<file path="config.mk">
export PLATFORM = sky130hd
export DESIGN_NAME = battleTop
export DESIGN_NICKNAME = d
export VERILOG_FILES = /design/src/hw/battlePkg.sv /design/src/hw/keyDecoder.sv /design/src/hw/secondTimer.sv /design/src/hw/battleControl.sv /design/src/hw/playerCommand.sv /design/src/hw/monsterDamage.sv /design/src/hw/battleTop.sv
export VERILOG_INCLUDE_DIRS = /design/src /design/src/hw
export SDC_FILE = /design/constraint.sdc
export NUM_CORES = 1
export LEC_CHECK = 0
export ABC_CLOCK_PERIOD_IN_PS = 2900
export BUFFER_PORTS_ARGS = -buffer_cell sky130_fd_sc_hd__buf_2
export CAP_MARGIN = 20
export CORE_MARGIN = 2
export CORE_UTILIZATION = 50
export DETAILED_ROUTE_END_ITERATION = 8
export PLACE_DENSITY_LB_ADDON = 0.25
export SYNTH_ARGS = -nofsm -noshare
export SYNTH_HDL_FRONTEND = slang
export SYNTH_SLANG_ARGS = --single-unit
</file>
<file path="constraint.sdc">
create_clock -name clk -period 2.9 [get_ports clk]
set_clock_uncertainty 0.05 [all_clocks]
set_input_delay 0.145 -clock clk [delete_from_list [all_inputs] [get_ports clk]]
set_output_delay 0.145 -clock clk [all_outputs]
set_load 0.02 [all_outputs]
</file>
<file path="src/hw/battleCfg.svh">
`ifndef BATTLE_CFG_SVH
`define BATTLE_CFG_SVH

// clk cycles per game second, kept short for simulation
`define TICK_CYCLES 16

// page time limits in game seconds
`define MENU_SECONDS 3
`define DODGE_SECONDS 7
`define CHECK_SECONDS 3

// monster and player numbers
`define KILL_HP 100
`define HEAL_AMOUNT 10
`define START_HP 100

`endif

</file>
<file path="src/hw/battlePkg.sv">
package battlePkg;

    // page codes as shown in the upper nibble of the game state
    typedef enum logic [3:0] {
        PAGE_NULL   = 4'h0,
        PAGE_MENU   = 4'h1,
        PAGE_DODGE  = 4'h9,
        PAGE_ATTACK = 4'hA,
        PAGE_ACTION = 4'hB,
        PAGE_CHECK  = 4'hC
    } pageT;

    typedef enum logic [3:0] {
        KEY_NONE, KEY_W, KEY_A, KEY_S, KEY_D, KEY_J, KEY_K, KEY_L, KEY_SPACE
    } keyT;

    // opcodes in the top nibble of the player instruction
    typedef enum logic [3:0] {
        OP_NOP = 4'h0,
        OP_HPY = 4'h1,
        OP_DPY = 4'h2,
        OP_MOV = 4'h5,
        OP_SHP = 4'h6
    } opcodeT;

    typedef enum logic [7:0] {
        DIR_UP    = 8'h00,
        DIR_LEFT  = 8'h01,
        DIR_DOWN  = 8'h02,
        DIR_RIGHT = 8'h03
    } dirT;

    // controller requests to the instruction encoder
    typedef enum logic [2:0] {
        CMD_NONE, CMD_MOVE, CMD_HURT, CMD_HEAL, CMD_SETHP
    } cmdKindT;

endpackage

</file>
<file path="src/hw/keyDecoder.sv">
`timescale 1ns/100ps

module keyDecoder import battlePkg::*; (
    input  logic       clk,
    input  logic       rstN,
    input  logic [7:0] keyboard,
    output keyT        key,
    output logic       keyPress
);

    logic [7:0] scanCode;
    keyT        prevKey;

    // PS/2 set 2 make codes of the keys the game listens to
    always_comb begin
        case (scanCode)
            8'h1D:   key = KEY_W;
            8'h1C:   key = KEY_A;
            8'h1B:   key = KEY_S;
            8'h23:   key = KEY_D;
            8'h3B:   key = KEY_J;
            8'h42:   key = KEY_K;
            8'h4B:   key = KEY_L;
            8'h29:   key = KEY_SPACE;
            default: key = KEY_NONE;
        endcase
    end

    always_ff @(posedge clk or negedge rstN) begin
        if (!rstN) begin
            scanCode <= '0;
            prevKey  <= KEY_NONE;
        end else begin
            scanCode <= keyboard;
            prevKey  <= key;
        end
    end

    // a held key gives one pulse only
    assign keyPress = (key != KEY_NONE) && (key != prevKey);

    singlePress: assert property (@(posedge clk) disable iff (!rstN)
        keyPress |-> (key != KEY_NONE) ##1 (!keyPress || $changed(key)));

endmodule

</file>
<file path="src/hw/secondTimer.sv">
`timescale 1ns/100ps
`include "battleCfg.svh"

module secondTimer (
    input  logic       clk,
    input  logic       rstN,
    input  logic       pageEntry,
    output logic [3:0] seconds
);

    localparam int DivW = ($clog2(`TICK_CYCLES) > 0) ? $clog2(`TICK_CYCLES) : 1;

    logic [DivW-1:0] divCnt;
    logic            tick;

    // last cycle of a game second
    assign tick = (divCnt == DivW'(`TICK_CYCLES - 1));

    always_ff @(posedge clk or negedge rstN) begin
        if (!rstN) begin
            divCnt  <= '0;
            seconds <= '0;
        end else if (pageEntry) begin
            // every page counts from its own entry
            divCnt  <= '0;
            seconds <= '0;
        end else begin
            if (tick) begin
                divCnt <= '0;
            end else begin
                divCnt <= divCnt + 1'b1;
            end
            // stick at 15 on long pages
            if (tick && (seconds != 4'hF)) begin
                seconds <= seconds + 1'b1;
            end
        end
    end

endmodule

</file>
<file path="src/hw/battleControl.sv">
`timescale 1ns/100ps
`include "battleCfg.svh"

module battleControl import battlePkg::*; (
    input  logic       clk,
    input  logic       rstN,
    input  keyT        key,
    input  logic       keyPress,
    input  logic [3:0] seconds,
    input  logic       isDeath,
    input  logic       isDmgComplete,
    input  logic       heal,
    input  logic [7:0] damage,
    input  logic       atkPass,
    input  logic       wouldDefeat,
    output pageT       page,
    output logic       pageEntry,
    output cmdKindT    cmdKind,
    output dirT        cmdDir,
    output logic [7:0] cmdValue,
    output logic       startDmg,
    output logic       hpClear,
    output logic       hpAdd,
    output logic       atkStart,
    output logic       atkButton,
    output logic       atkReset,
    output logic       bulletRun
);

    pageT pageNext;
    logic mercy;
    logic mercyNext;
    logic startDmgNext;
    logic atkStartNext;
    logic atkButtonNext;
    logic atkResetNext;
    logic bulletRunNext;
    logic hitSpace;
    logic hitJ;
    logic hitK;
    logic hitL;

    // fresh presses only
    assign hitSpace = keyPress && (key == KEY_SPACE);
    assign hitJ     = keyPress && (key == KEY_J);
    assign hitK     = keyPress && (key == KEY_K);
    assign hitL     = keyPress && (key == KEY_L);

    // timer restarts on the edge that moves the page
    assign pageEntry = (pageNext != page);

    ////////////////////
    // page rules
    ////////////////////
    always_comb begin
        pageNext      = page;
        mercyNext     = mercy;
        startDmgNext  = 1'b0;
        atkStartNext  = atkStart;
        atkButtonNext = atkButton;
        atkResetNext  = atkReset;
        bulletRunNext = bulletRun;
        cmdKind       = CMD_NONE;
        cmdDir        = DIR_UP;
        cmdValue      = '0;
        hpClear       = 1'b0;
        hpAdd         = 1'b0;
        case (page)
            PAGE_MENU: begin
                if (hitSpace && (seconds >= 4'(`MENU_SECONDS))) begin
                    pageNext      = PAGE_DODGE;
                    cmdKind       = CMD_SETHP;
                    cmdValue      = 8'(`START_HP);
                    hpClear       = 1'b1;
                    mercyNext     = 1'b0;
                    atkStartNext  = 1'b0;
                    atkButtonNext = 1'b0;
                    atkResetNext  = 1'b1;
                    bulletRunNext = 1'b1;
                end
            end
            PAGE_DODGE: begin
                if (seconds >= 4'(`DODGE_SECONDS)) begin
                    pageNext      = PAGE_ACTION;
                    bulletRunNext = 1'b0;
                end else if (isDeath) begin
                    pageNext      = PAGE_MENU;
                    bulletRunNext = 1'b0;
                end else if (isDmgComplete) begin
                    if (heal) begin
                        cmdKind = CMD_HEAL;
                    end else begin
                        cmdKind = CMD_HURT;
                    end
                    cmdValue     = damage;
                    startDmgNext = 1'b1;
                end else if (keyPress) begin
                    cmdKind = CMD_MOVE;
                    case (key)
                        KEY_W:   cmdDir = DIR_UP;
                        KEY_A:   cmdDir = DIR_LEFT;
                        KEY_S:   cmdDir = DIR_DOWN;
                        KEY_D:   cmdDir = DIR_RIGHT;
                        default: cmdKind = CMD_NONE;
                    endcase
                end
            end
            PAGE_ACTION: begin
                if (hitJ) begin
                    pageNext      = PAGE_ATTACK;
                    atkStartNext  = 1'b1;
                    atkResetNext  = 1'b0;
                    atkButtonNext = 1'b0;
                end else if (hitK) begin
                    pageNext = PAGE_CHECK;
                end else if (hitL) begin
                    // spared monster ends the game
                    if (mercy) begin
                        pageNext = PAGE_MENU;
                    end else begin
                        pageNext      = PAGE_DODGE;
                        bulletRunNext = 1'b1;
                    end
                end
            end
            PAGE_CHECK: begin
                if ((seconds >= 4'(`CHECK_SECONDS)) && (hitJ || hitK || hitL)) begin
                    pageNext      = PAGE_DODGE;
                    bulletRunNext = 1'b1;
                    if (hitJ) begin
                        mercyNext = 1'b1;
                    end
                end
            end
            PAGE_ATTACK: begin
                if (atkPass) begin
                    hpAdd         = 1'b1;
                    atkStartNext  = 1'b0;
                    atkButtonNext = 1'b0;
                    atkResetNext  = 1'b1;
                    // look-ahead total decides the exit in this cycle
                    if (wouldDefeat) begin
                        pageNext = PAGE_MENU;
                    end else begin
                        pageNext      = PAGE_DODGE;
                        bulletRunNext = 1'b1;
                    end
                end else if (hitSpace) begin
                    atkButtonNext = 1'b1;
                end
            end
            default: begin
                pageNext      = PAGE_MENU;
                bulletRunNext = 1'b0;
            end
        endcase
    end

    ////////////////////
    // state registers
    ////////////////////
    always_ff @(posedge clk or negedge rstN) begin
        if (!rstN) begin
            page      <= PAGE_MENU;
            mercy     <= 1'b0;
            startDmg  <= 1'b0;
            atkStart  <= 1'b0;
            atkButton <= 1'b0;
            atkReset  <= 1'b1;
            bulletRun <= 1'b0;
        end else begin
            page      <= pageNext;
            mercy     <= mercyNext;
            startDmg  <= startDmgNext;
            atkStart  <= atkStartNext;
            atkButton <= atkButtonNext;
            atkReset  <= atkResetNext;
            bulletRun <= bulletRunNext;
        end
    end

    entryMovesPage: assert property (@(posedge clk) disable iff (!rstN)
        pageEntry |=> $changed(page));

    atkStartInAttack: assert property (@(posedge clk) disable iff (!rstN)
        atkStart |-> (page == PAGE_ATTACK));

endmodule

</file>
<file path="src/hw/playerCommand.sv">
`timescale 1ns/100ps
`include "battleCfg.svh"

module playerCommand import battlePkg::*; (
    input  logic        clk,
    input  logic        rstN,
    input  cmdKindT     cmdKind,
    input  dirT         cmdDir,
    input  logic [7:0]  cmdValue,
    output logic [15:0] playerInstruction,
    output logic        isMove
);

    opcodeT     opcode;
    logic [7:0] argument;

    // request kind to opcode and argument
    always_comb begin
        opcode   = OP_NOP;
        argument = '0;
        case (cmdKind)
            CMD_MOVE: begin
                opcode   = OP_MOV;
                argument = cmdDir;
            end
            CMD_HURT: begin
                opcode   = OP_DPY;
                argument = cmdValue;
            end
            CMD_HEAL: begin
                opcode   = OP_HPY;
                argument = 8'(`HEAL_AMOUNT);
            end
            CMD_SETHP: begin
                opcode   = OP_SHP;
                argument = cmdValue;
            end
            default: begin
                opcode   = OP_NOP;
                argument = '0;
            end
        endcase
    end

    // loads every cycle so an idle request leaves an all-zero word
    always_ff @(posedge clk or negedge rstN) begin
        if (!rstN) begin
            playerInstruction <= '0;
            isMove            <= 1'b0;
        end else begin
            playerInstruction <= {opcode, argument, 4'h0};
            isMove            <= (cmdKind == CMD_MOVE);
        end
    end

    moveMatchesOpcode: assert property (@(posedge clk) disable iff (!rstN)
        isMove |-> (playerInstruction[15:12] == OP_MOV));

endmodule

</file>
<file path="src/hw/monsterDamage.sv">
`timescale 1ns/100ps
`include "battleCfg.svh"

module monsterDamage (
    input  logic       clk,
    input  logic       rstN,
    input  logic       hpClear,
    input  logic       hpAdd,
    input  logic [7:0] dmgMon,
    output logic [7:0] monHP,
    output logic       wouldDefeat
);

    logic [8:0] sum;

    // one extra bit catches the carry
    assign sum = {1'b0, monHP} + {1'b0, dmgMon};

    // total after this hit, seen before it lands
    assign wouldDefeat = (sum >= 9'(`KILL_HP));

    always_ff @(posedge clk or negedge rstN) begin
        if (!rstN) begin
            monHP <= '0;
        end else if (hpClear) begin
            monHP <= '0;
        end else if (hpAdd) begin
            if (sum[8]) begin
                monHP <= 8'hFF;
            end else begin
                monHP <= sum[7:0];
            end
        end
    end

endmodule

</file>
<file path="src/hw/battleTop.sv">
`timescale 1ns/100ps

module battleTop import battlePkg::*; (
    input  logic        clk,
    input  logic        rstN,
    input  logic [7:0]  keyboard,
    input  logic        isDeath,
    input  logic        isDmgComplete,
    input  logic        heal,
    input  logic [7:0]  damage,
    input  logic        atkPass,
    input  logic [7:0]  dmgMon,
    output pageT        page,
    output logic [15:0] playerInstruction,
    output logic        isMove,
    output logic [7:0]  monHP,
    output logic        startDmg,
    output logic        atkStart,
    output logic        atkButton,
    output logic        atkReset,
    output logic        bulletRun
);

    keyT        key;
    logic       keyPress;
    logic       pageEntry;
    logic [3:0] seconds;
    cmdKindT    cmdKind;
    dirT        cmdDir;
    logic [7:0] cmdValue;
    logic       hpClear;
    logic       hpAdd;
    logic       wouldDefeat;

    ////////////////////
    // input side
    ////////////////////
    keyDecoder keyDecoder_inst (
        .clk      (clk),
        .rstN     (rstN),
        .keyboard (keyboard),
        .key      (key),
        .keyPress (keyPress)
    );

    secondTimer secondTimer_inst (
        .clk       (clk),
        .rstN      (rstN),
        .pageEntry (pageEntry),
        .seconds   (seconds)
    );

    battleControl battleControl_inst (
        .clk           (clk),
        .rstN          (rstN),
        .key           (key),
        .keyPress      (keyPress),
        .seconds       (seconds),
        .isDeath       (isDeath),
        .isDmgComplete (isDmgComplete),
        .heal          (heal),
        .damage        (damage),
        .atkPass       (atkPass),
        .wouldDefeat   (wouldDefeat),
        .page          (page),
        .pageEntry     (pageEntry),
        .cmdKind       (cmdKind),
        .cmdDir        (cmdDir),
        .cmdValue      (cmdValue),
        .startDmg      (startDmg),
        .hpClear       (hpClear),
        .hpAdd         (hpAdd),
        .atkStart      (atkStart),
        .atkButton     (atkButton),
        .atkReset      (atkReset),
        .bulletRun     (bulletRun)
    );

    ////////////////////
    // output side
    ////////////////////
    playerCommand playerCommand_inst (
        .clk               (clk),
        .rstN              (rstN),
        .cmdKind           (cmdKind),
        .cmdDir            (cmdDir),
        .cmdValue          (cmdValue),
        .playerInstruction (playerInstruction),
        .isMove            (isMove)
    );

    monsterDamage monsterDamage_inst (
        .clk         (clk),
        .rstN        (rstN),
        .hpClear     (hpClear),
        .hpAdd       (hpAdd),
        .dmgMon      (dmgMon),
        .monHP       (monHP),
        .wouldDefeat (wouldDefeat)
    );

endmodule

</file>
==> results.sh, run 1 <==
export IMPL_critical_path_max_stage_delay_ns=0.63
export IMPL_p_leak_uw=0.00190
export IMPL_hold_path_class="input pin to flop"
export IMPL_root_buffer="clkbuf_8"
export IMPL_drtIter0Drc=141
export IMPL_die_h_um=82.4
export IMPL_grt_pass1_vias=2646
export IMPL_yosysTopAreaCell="dfrtp_1"
export IMPL_rows=28
export IMPL_max_slew_margin=0.478
export IMPL_avgRoutedWirePerCell_um=14.6
export IMPL_vias=2812
export IMPL_r2r_end="secondTimer_inst.seconds[1]$_DFFE_PN0P_"
export IMPL_seq_area_frac_synth=0.408
export IMPL_path_max_fanout=8
export IMPL_drt_pass1_iterations=4
export IMPL_drcViolationCount=0
export IMPL_final_util=0.647
export IMPL_syn_inst=340
export IMPL_cts_sinks=50
export IMPL_vdd_drop_max_mv=0.236
export IMPL_io_pins=64
export IMPL_async_flop_share=1.00
export IMPL_dp_final_hpwl_mm=5.49
export IMPL_hold_end="playerCommand_inst.playerInstruction[4]$_DFF_PN0_"
export IMPL_syn_avg_cell_area_um2=9.04
export IMPL_routed_wl_mm=7.32
export IMPL_antenna_found_initial=0
export IMPL_drv_cap=0
export IMPL_r2r_setup_slack_ns=0.12
export IMPL_cpMaxStageDelayCell="or4b_2"
export IMPL_place_gp_congestion=0.890
export IMPL_start_util=0.519
export IMPL_synth_top_cell_area_share=0.391
export IMPL_grt_start_max_net_pins=36
export IMPL_tritoncts="done"
export IMPL_synth_most_common_cell="dfrtp_1"
export IMPL_max_freq_ghz=0.359
export IMPL_clock_insertion_delay_worst_skew_ns=0.31
export IMPL_clk_pin_slew_ns=0.11
export IMPL_synth_edf_count=0
export IMPL_final_antenna_net_count=0
export IMPL_ys_warn_count=0
export IMPL_hold_ws_ns=0.0190
export IMPL_n_antenna_cell=0
export IMPL_final_hold_viol_count=0
export IMPL_criticalPathCategory="flop to flop"
export IMPL_synthToLayoutAreaGrowth_pct=24.7
export IMPL_finalCritPeriodShare=0.959
export IMPL_power_density_nw_per_um2=445
export IMPL_nets=467
export IMPL_drv_slew=0
export IMPL_crit_family="simple AND/OR/NAND/NOR gates"
export IMPL_dieArea_um2=6790
export IMPL_core_area_um2=5920
export IMPL_total_power_uw=1700
export IMPL_routed_via_density=5.60
export IMPL_die_w_um=82.4
export IMPL_path_cells="ha_1, or2_2, a21oi_1, nor2_1, or4b_2, nand3_1, and3_4, nor4_4, buf_4, nor4b_2"
export IMPL_setup_viol=0
export IMPL_ys_types=68
export IMPL_grt_overflow=0
export IMPL_endpoint_kind="flop"
export IMPL_synth_top_cells_by_area="dfrtp_1 (39%), ha_1 (4.1%), nor2_1 (3.7%), a21oi_1 (3.3%), nand2_1 (3.1%)"
export IMPL_fin_tns_setup_ns=0
export IMPL_crit_arrival_ns=2.95
export IMPL_cp_required_ns=3.07
export IMPL_synth_common_cells="dfrtp_1 (48), nor2_1 (30), nand2_1 (25)"
export IMPL_design_area_um2=3830
export IMPL_synth_area_um2=3070
export IMPL_status="finished clean"
export IMPL_synth_ff_type="dfrtp_1"
export IMPL_dpl_instance_area_um2=3510
export IMPL_final_layout_size_suffix_gt1_frac=0.274
export IMPL_reg2regPathDepth=10
export IMPL_numCtsBuffers=5
export IMPL_min_period_ns=2.78
export IMPL_crit_buf_inv=1
export IMPL_htreeDepth=2
export IMPL_min_path_cells=2
export IMPL_grt_pass1_wl_mm=12.1
export IMPL_tightest_slew_ns=0.783
export IMPL_clockBufferDepth=2
export IMPL_grtUsageTotal=0.228
export IMPL_io_buffers=58
export IMPL_critPathLaunchType="flop"
export IMPL_hold_start="damage[0]"
export IMPL_reg2reg_from="monsterDamage_inst.monHP[2]$_DFFE_PN0P_"
export IMPL_ys_ff_latch=50
==> area by class of cell <==
cell class / count / area (um2)
timing repair buffer: 95 / 606
sequential: 50 / 1250
multi-input combinational: 254 / 1700
clock buffer: 5 / 68.8
fill: 495 / 2090
tap: 75 / 93.8
inverter: 20 / 75.1
clock inverter: 3 / 28.8
==> logic make-up after synthesis <==
kind of cell / count (synthesis) / synth area share
AND/OR/NAND/NOR: 146 / 0.268
XOR/XNOR: 10 / 0.0285
multiplexers: 1 / 0.00326
adder cells (fa/ha/maj): 11 / 0.0472
buffers and inverters: 40 / 0.0578
other: 1 / 0.00122
flip-flops: 50 / 0.408
AO/OA/AOI/OAI: 81 / 0.186
==> cell usage in the layout (no fill, tap or decap), types with 3 or more instances in the layout <==
cell type / instances
a211oi_1: 3
a21o_1: 6
a21oi_1: 19
a221oi_1: 3
and2_1: 6
and3_1: 4
buf_2: 58
buf_4: 22
clkbuf_8: 5
conb_1: 5
dfrtp_1: 47
dlygate4sd3_1: 15
ha_1: 10
inv_1: 20
nand2_1: 25
nand2b_1: 11
nand3_1: 12
nand3b_1: 4
nor2_1: 30
nor2b_1: 3
nor3_1: 16
nor3b_1: 5
o2111ai_1: 4
o211ai_1: 3
o21a_1: 4
o21ai_0: 11
o22ai_1: 3
or2_2: 5
or3_1: 3
xnor2_1: 6
xor2_1: 4
==> power by group <==
| group | switching [uW] | total [uW] | internal, uW |
|---|---|---|---|
| Combinational | 226 | 436 | 210 |
| Sequential | 58.9 | 824 | 765 |
| Clock | 263 | 444 | 181 |
==> stage by stage <==
| step | setup slack (ns) | cells |
|---|---|---|
| after floorplan | 0.0148 | 344 |
| after global placement | 0.169 | 476 |
| after detailed placement | 0.0663 | 476 |
| after CTS | 0.0213 | 499 |
| after global routing | -0.0568 | 502 |
| final | 0.118 | 502 |
==> registers in the layout, summed over array words and instances (netlist names) <==
name / cells
battleControl_inst.atkStart: 1
battleControl_inst.atkButton: 1
battleControl_inst.page: 4
secondTimer_inst.divCnt: 4
playerCommand_inst.isMove: 1
playerCommand_inst.playerInstruction: 11
keyDecoder_inst.prevKey: 4
battleControl_inst.atkReset: 1
battleControl_inst.startDmg: 1
battleControl_inst.mercy: 1
secondTimer_inst.seconds: 4
keyDecoder_inst.scanCode: 8
monsterDamage_inst.monHP: 8
battleControl_inst.bulletRun: 1
==> worst max path at each step <==
stage,startpoint,endpoint,slack (ns),depth (start not counted)
4_1_cts,monsterDamage_inst.monHP[1]$_DFFE_PN0P_,secondTimer_inst.seconds[1]$_DFFE_PN0P_,0.02,10
2_1_floorplan,monsterDamage_inst.monHP[0]$_DFFE_PN0P_,secondTimer_inst.seconds[1]$_DFFE_PN0P_,0.01,11
5_1_grt,keyDecoder_inst.scanCode[2]$_DFF_PN0_,secondTimer_inst.divCnt[0]$_DFF_PN0_,-0.06,9
3_3_place_gp,monsterDamage_inst.monHP[1]$_DFFE_PN0P_,secondTimer_inst.seconds[1]$_DFFE_PN0P_,0.17,10
3_5_place_dp,monsterDamage_inst.monHP[1]$_DFFE_PN0P_,secondTimer_inst.seconds[1]$_DFFE_PN0P_,0.07,10
6_report,monsterDamage_inst.monHP[2]$_DFFE_PN0P_,secondTimer_inst.seconds[1]$_DFFE_PN0P_,0.12,10
==> repair_timing <==
action,4_1_cts,5_1_grt
buffers inserted,0,3
resized for setup,0,11
hold buffers,15,0
endpoints found under the hold margin,46,0
setup endpoints to repair,0,15
==> worst register-to-register path: stages, from the launching register on <==
cell and delay [ns]:
dfrtp_1 0.42, ha_1 0.29, or2_2 0.29, a21oi_1 0.16, nor2_1 0.05, or4b_2 0.63
nand3_1 0.13, and3_4 0.21, nor4_4 0.04, buf_4 0.17, nor4b_2 0.27
==> layer usage <==
metal | routed length, um | vias to the layer above | global-route usage
li1 | - | 1381 | -
met1 | 3140 | 1335 | 0.295
met2 | 3660 | 81 | 0.402
met3 | 384 | 15 | 0.0261
met4 | 146 | 0 | 0.0650
met5 | 0 | - | 0
Note: power is estimated with default switching activity, not from simulation.
==> run 2: changes to the inputs <==
--- a/config.mk
+++ b/config.mk
@@ -6,7 +6,7 @@
 export SDC_FILE = /design/constraint.sdc
 export NUM_CORES = 1
 export LEC_CHECK = 0
-export ABC_CLOCK_PERIOD_IN_PS = 2900
+export ABC_CLOCK_PERIOD_IN_PS = 2450
 export BUFFER_PORTS_ARGS = -buffer_cell sky130_fd_sc_hd__buf_2
 export CAP_MARGIN = 20
 export CORE_MARGIN = 2
==> constraint.sdc (replaced) <==
create_clock -name clk -period 2.45 [get_ports clk]
set_clock_uncertainty 0.05 [all_clocks]
set_input_delay 0.1225 -clock clk [delete_from_list [all_inputs] [get_ports clk]]
set_output_delay 0.1225 -clock clk [all_outputs]
set_load 0.02 [all_outputs]
==> run 2 against run 1 <==
Compared with the run above:
- the flow now finishes with violations (setup timing)
- hold slack worse by 0.016 ns
- global-route usage up 1.7 points
- first-iteration DRC count up 72%
- setup slack worse by 0.23 ns
- via count up 8.6%
- maximum frequency up 8.4%
- utilization up 12 points
- largest cell class unchanged
- non-clock buffer count up 48
- critical endpoint is now secondTimer_inst.divCnt[1]$_DFF_PN0_
- sequential share of layout area down 5.0 points
- die area unchanged
- largest power group unchanged
- critical path depth unchanged
- cell area up 18%
==> results.sh, run 2 (synthesized netlist as in run 1, its figures left out) <==
export IMPL_path_max_fanout=8
export IMPL_clk_pin_slew_ns=0.09
export IMPL_worst_slack_ns=-0.115
export IMPL_drcViolationCount=0
export IMPL_crit_buf_inv=2
export IMPL_max_slew_margin=0.445
export IMPL_multiInputGateArea_um2=1990
export IMPL_drv_cap=0
export IMPL_min_period_ns=2.57
export IMPL_fin_tns_setup_ns=-0.889
export IMPL_start_util=0.519
export IMPL_finalCritPeriodShare=1.05
export IMPL_crit_arrival_ns=2.71
export IMPL_drt_pass1_iterations=4
export IMPL_die_h_um=82.4
export IMPL_violations="setup timing"
export IMPL_rows=28
export IMPL_io_buffers=58
export IMPL_endpoint_kind="flop"
export IMPL_cp_required_ns=2.59
export IMPL_hold_ws_ns=0.00334
export IMPL_crit_family="simple AND/OR/NAND/NOR gates"
export IMPL_status="complete, but fails checks"
export IMPL_critPathLaunchType="flop"
export IMPL_place_gp_congestion=0.839
export IMPL_final_hold_viol_count=0
export IMPL_tightest_slew_ns=0.833
export IMPL_synthToLayoutAreaGrowth_pct=47.0
export IMPL_cts_sinks=50
export IMPL_grt_overflow=0
export IMPL_root_buffer="clkbuf_8"
export IMPL_path_cells="buf_6, nor4b_4, a21boi_2, buf_4, nor4_4, nor4_4, or2_2, a31oi_1, o21ba_2, nor3_1"
export IMPL_fillers=408
export IMPL_drtIter0Drc=242
export IMPL_antenna_found_initial=0
export IMPL_routed_via_density=5.55
export IMPL_grtUsageTotal=0.246
export IMPL_final_cell_mix="buf_2 (58), buf_4 (58), dfrtp_1 (47), nor2_1 (29), nand2_1 (25)"
export IMPL_tritoncts="done"
export IMPL_nets=515
export IMPL_max_freq_ghz=0.390
export IMPL_critical_path_max_stage_delay_ns=0.39
export IMPL_htreeDepth=2
export IMPL_io_pins=64
export IMPL_largest_reg_flops=11
export IMPL_cp_common_cell="nor4_4"
export IMPL_clockBufferDepth=2
export IMPL_vdd_drop_max_mv=0.521
export IMPL_setup_viol=10
export IMPL_clock_insertion_delay_worst_skew_ns=0.31
export IMPL_grt_start_max_net_pins=38
export IMPL_dpl_instance_area_um2=3850
export IMPL_core_area_um2=5920
export IMPL_hold_path_class="input pin to flop"
export IMPL_die_w_um=82.4
export IMPL_grt_pass1_wl_mm=12.8
export IMPL_design_area_um2=4520
export IMPL_criticalPathCategory="flop to flop"
export IMPL_grt_pass1_vias=2785
export IMPL_routed_wl_mm=8.57
export IMPL_final_antenna_net_count=0
export IMPL_total_power_uw=2130
export IMPL_dieArea_um2=6790
export IMPL_final_layout_size_suffix_gt1_frac=0.413
export IMPL_top_register="playerCommand_inst.playerInstruction"
export IMPL_avgRoutedWirePerCell_um=15.6
export IMPL_seqCellArea_um2=1250
export IMPL_power_density_nw_per_um2=471
export IMPL_dp_final_hpwl_mm=5.72
export IMPL_vias=3055
export IMPL_drv_slew=0
export IMPL_reg_top3="playerCommand_inst.playerInstruction: 11 flops, keyDecoder_inst.scanCode: 8 flops, monsterDamage_inst.monHP: 8 flops"
export IMPL_n_antenna_cell=0
export IMPL_cpMaxStageDelayCell="dfrtp_1"
export IMPL_numCtsBuffers=5
export IMPL_p_leak_uw=0.00220
export IMPL_rsz0062_at_grt="true"
run 2: cell count changes in the layout (fill, tap and decap cells not counted), moves of 3 or more:
cell      before  now
a221oi_2       0    3
a21oi_1       19   15
ha_1          10    7
buf_6          0   11
nor3_2         0    4
ha_4           0    3
a221oi_1       3    0
buf_4         22   58
nor3_1        16   11
run 2: worst reg2reg max path: cells and delay by family (launching register included):
family | cells | cell delay, ns
buffers and inverters | 2 | 0.30
DFF | 1 | 0.39
and+or+nand+nor | 5 | 1.05
AOI/OAI and AO/OA | 3 | 0.66
run 2: final timing paths:
kind | start | to | slack [ns] | depth (start not counted)
worst max-delay path | keyDecoder_inst.scanCode[5]$_DFF_PN0_ | secondTimer_inst.divCnt[1]$_DFF_PN0_ | -0.12 | 10
worst min-delay path | damage[1] | playerCommand_inst.playerInstruction[5]$_DFF_PN0_ | 0.003 | 3
worst max register to register | keyDecoder_inst.scanCode[5]$_DFF_PN0_ | secondTimer_inst.divCnt[1]$_DFF_PN0_ | -0.12 | 10
worst min register to register | battleControl_inst.atkReset$_DFFE_PN1P_ | battleControl_inst.atkReset$_DFFE_PN1P_ | 0.46 | 2
max in group asynchronous | rstN | secondTimer_inst.seconds[1]$_DFFE_PN0P_ | 1.26 | 3
min in group asynchronous | rstN | playerCommand_inst.playerInstruction[6]$_DFF_PN0_ | 0.39 | 2
run 2: timing repair:
item                       4_1_cts  5_1_grt
buffers inserted                 6        9
hold endpoints to repair        49        0
hold buffers                    16        0
pin swaps                       16       20
resized for setup               34       29
setup endpoints to repair       19       33
run 2: final cells by class:
cell class / instances / area share
Multi-Input combinational cell: 254 / 0.441
Clock buffer: 7 / 0.0191
Clock inverter: 1 / 0.00111
Sequential cell: 50 / 0.278
Inverter: 20 / 0.0166
Tap cell: 75 / 0.0208
Timing Repair Buffer: 143 / 0.223
run 2: stage by stage:
step / std cells / utilization / setup WS (ns)
6_report: 550 / 0.763 / -0.115
5_1_grt: 550 / 0.763 / -0.235
4_1_cts: 542 / 0.727 / -0.119
3_5_place_dp: 513 / 0.650 / -0.307
3_3_place_gp: 513 / 0.650 / -0.231
2_1_floorplan: 344 / - / -0.210
run 2: power breakdown:
part | internal, uW | switching [uW] | total (uW)
sequential | 906 | 72.6 | 979
combinational | 333 | 313 | 646
clock | 228 | 275 | 503
total | 1470 | 660 | 2130
run 2: layer usage:
metal / GRT usage / wire length, um / vias to the layer above
met5: 0 / 0 / -
met4: 0.0733 / 174 / 0
met3: 0.0348 / 458 / 20
met2: 0.406 / 4180 / 116
met1: 0.334 / 3750 / 1445
li1: - / - / 1474
==> run 3: changes to the inputs <==
--- a/config.mk
+++ b/config.mk
@@ -13,6 +13,7 @@
 export CORE_UTILIZATION = 50
 export DETAILED_ROUTE_END_ITERATION = 8
 export PLACE_DENSITY_LB_ADDON = 0.25
+export REMOVE_ABC_BUFFERS = 1
 export SYNTH_ARGS = -nofsm -noshare
 export SYNTH_HDL_FRONTEND = slang
 export SYNTH_SLANG_ARGS = --single-unit
==> run 3 against run 2 <==
Compared with the run above:
- the flow finishes with violations (hold timing, setup timing)
- largest cell class unchanged
- via count grew 6.1%
- clock power grew 4.0%
- utilization grew 3.5 points
- critical path depth is the same
- combinational power grew 9.8%
- flip-flop and latch count is the same
- die area is the same
- non-clock buffer count grew 18
- final cell count grew 3.3%
==> results.sh, run 3 (synthesized netlist as in run 1, its figures left out) <==
export IMPL_p_sw_uw=747
export IMPL_vdd_drop_max_mv=0.321
export IMPL_cts_sinks=50
export IMPL_grt_pass1_wl_mm=13.7
export IMPL_die_w_um=82.4
export IMPL_dp_final_hpwl_mm=5.98
export IMPL_final_cell_mix="buf_4 (77), buf_2 (58), dfrtp_1 (47), nor2_1 (25), nand2_1 (21)"
export IMPL_hold_path_class="input pin to flop"
export IMPL_criticalPathCategory="flop to flop"
export IMPL_final_layout_size_suffix_gt1_frac=0.473
export IMPL_clockBufferDepth=2
export IMPL_drcViolationCount=0
export IMPL_critPathLaunchType="flop"
export IMPL_total_power_uw=2210
export IMPL_drtIter0Drc=194
export IMPL_power_density_nw_per_um2=468
export IMPL_max_freq_ghz=0.361
export IMPL_drt_pass1_iterations=4
export IMPL_p_leak_uw=0.00234
export IMPL_critical_path_max_stage_delay_ns=0.45
export IMPL_grt_pass1_vias=3132
export IMPL_switching_share=0.337
export IMPL_min_period_ns=2.77
export IMPL_grt_overflow=0
export IMPL_pwr_share_seq=0.443
export IMPL_dp_cells=527
export IMPL_endpoint_kind="flop"
export IMPL_io_buffers=58
export IMPL_comb_power_share=0.320
export IMPL_numCtsBuffers=5
export IMPL_start_util=0.519
export IMPL_p_int_uw=1470
export IMPL_layout_cells_most_common="buf_4"
export IMPL_multiInputGateArea_um2=2060
export IMPL_cpMaxStageDelayCell="dfrtp_2"
export IMPL_tightest_slew_ns=0.668
export IMPL_root_buffer="clkbuf_8"
export IMPL_top_register="playerCommand_inst.playerInstruction"
export IMPL_die_h_um=82.4
export IMPL_clock_insertion_delay_worst_skew_ns=0.32
export IMPL_n_antenna_cell=0
export IMPL_drv_cap=0
export IMPL_vias=3241
export IMPL_rsz0062_at_grt="true"
export IMPL_clkPwrFrac=0.236
export IMPL_finalCritPeriodShare=1.13
export IMPL_core_area_um2=5920
export IMPL_clk_pin_slew_ns=0.10
export IMPL_crit_arrival_ns=2.93
export IMPL_path_cells="or3b_4, or3_4, a31oi_4, xnor2_2, o211ai_2, buf_6, and2b_2, buf_6, buf_8, or2_4"
export IMPL_drv_slew=0
export IMPL_io_pins=64
export IMPL_final_hold_viol_count=1
export IMPL_rows=28
export IMPL_dp_worst_setup_slack_ns=-0.372
export IMPL_routed_via_density=5.71
export IMPL_nets=533
export IMPL_cp_required_ns=2.61
export IMPL_reg_top3="playerCommand_inst.playerInstruction: 11 flops, keyDecoder_inst.scanCode: 8 flops, monsterDamage_inst.monHP: 8 flops"
export IMPL_grt_start_max_net_pins=23
export IMPL_worst_slack_ns=-0.316
export IMPL_max_slew_margin=0.554
export IMPL_htreeDepth=2
export IMPL_status="complete, but fails checks"
export IMPL_synthToLayoutAreaGrowth_pct=53.7
export IMPL_antenna_found_initial=0
export IMPL_seqCellArea_um2=1250
export IMPL_setup_viol=32
export IMPL_grtUsageTotal=0.263
export IMPL_hold_ws_ns=-0.000434
export IMPL_cp_common_cell="buf_6"
export IMPL_largest_reg_flops=11
export IMPL_routed_wl_mm=9.52
export IMPL_place_gp_congestion=0.962
export IMPL_tritoncts="done"
export IMPL_fin_cells=568
export IMPL_dieArea_um2=6790
export IMPL_violations="hold timing, setup timing"
export IMPL_final_antenna_net_count=0
export IMPL_final_util=0.798
export IMPL_fillers=354
export IMPL_avgRoutedWirePerCell_um=16.8
export IMPL_path_max_fanout=8
run 3: worst paths after layout:
path | from | to | slack [ns] | depth (start not counted)
min reg2reg | battleControl_inst.bulletRun$_DFFE_PN0P_ | battleControl_inst.bulletRun$_DFFE_PN0P_ | 0.47 | 1
min in group asynchronous | rstN | battleControl_inst.page[2]$_DFF_PN0_ | 0.22 | 2
max | keyDecoder_inst.scanCode[5]$_DFF_PN0_ | playerCommand_inst.playerInstruction[14]$_DFF_PN0_ | -0.32 | 10
max in group asynchronous | rstN | battleControl_inst.atkReset$_DFFE_PN1P_ | 1.42 | 3
min | heal | playerCommand_inst.playerInstruction[13]$_DFF_PN0_ | -0.0004 | 2
max reg2reg | keyDecoder_inst.scanCode[5]$_DFF_PN0_ | playerCommand_inst.playerInstruction[14]$_DFF_PN0_ | -0.32 | 10
run 3: worst max-delay path, delay by kind of cell (launching register included):
kind,cells,cell delay [ns]
buffers and inverters,3,0.41
flip-flops,1,0.45
AO/OA/AOI/OAI,2,0.37
AND/OR/NAND/NOR,4,1.24
XOR/XNOR,1,0.14
run 3: metrics by stage:
stage	setup TNS (ns)	hold WS (ns)	area, um2
2_1_floorplan	-3.32	-0.223	2990
3_3_place_gp	-3.49	0.0390	3890
4_1_cts	-2.47	0.00445	4430
6_report	-6.54	-0.000434	4720
3_5_place_dp	-4.83	0.0427	3890
5_1_grt	-9.02	0.00140	4720
run 3: final cells by class:
cell class	count	share of cell area
well taps	75	0.0199
clock inverters	3	0.00609
flip-flops and latches	50	0.266
repair buffers	161	0.242
multi-input cells	254	0.435
inverters	20	0.0164
clock buffers	5	0.0146
run 3: repair_timing:
action / 4_1_cts / 5_1_grt
endpoints found under the hold margin: 30 / 0
hold buffers: 16 / 0
gates resized for setup: 47 / 51
pin swaps: 21 / 20
setup buffers: 10 / 8
setup endpoints to repair: 31 / 35
run 3: power groups by stage:
stage          clock network [uW]  logic, uW  registers (uW)
2_1_floorplan                   0        309             990
3_3_place_gp                    0        497             987
3_5_place_dp                    0        524             989
4_1_cts                       528        661             977
5_1_grt                       561        762             994
6_report                      523        709             981
run 3: metal layers:
metal  share of wire  vias to the layer above  GRT usage
met4           0.037                        0      0.102
met1            0.37                     1555      0.302
met2            0.53                      139      0.481
met5               0                        -          0
met3           0.062                       33     0.0489
li1                -                     1514          -
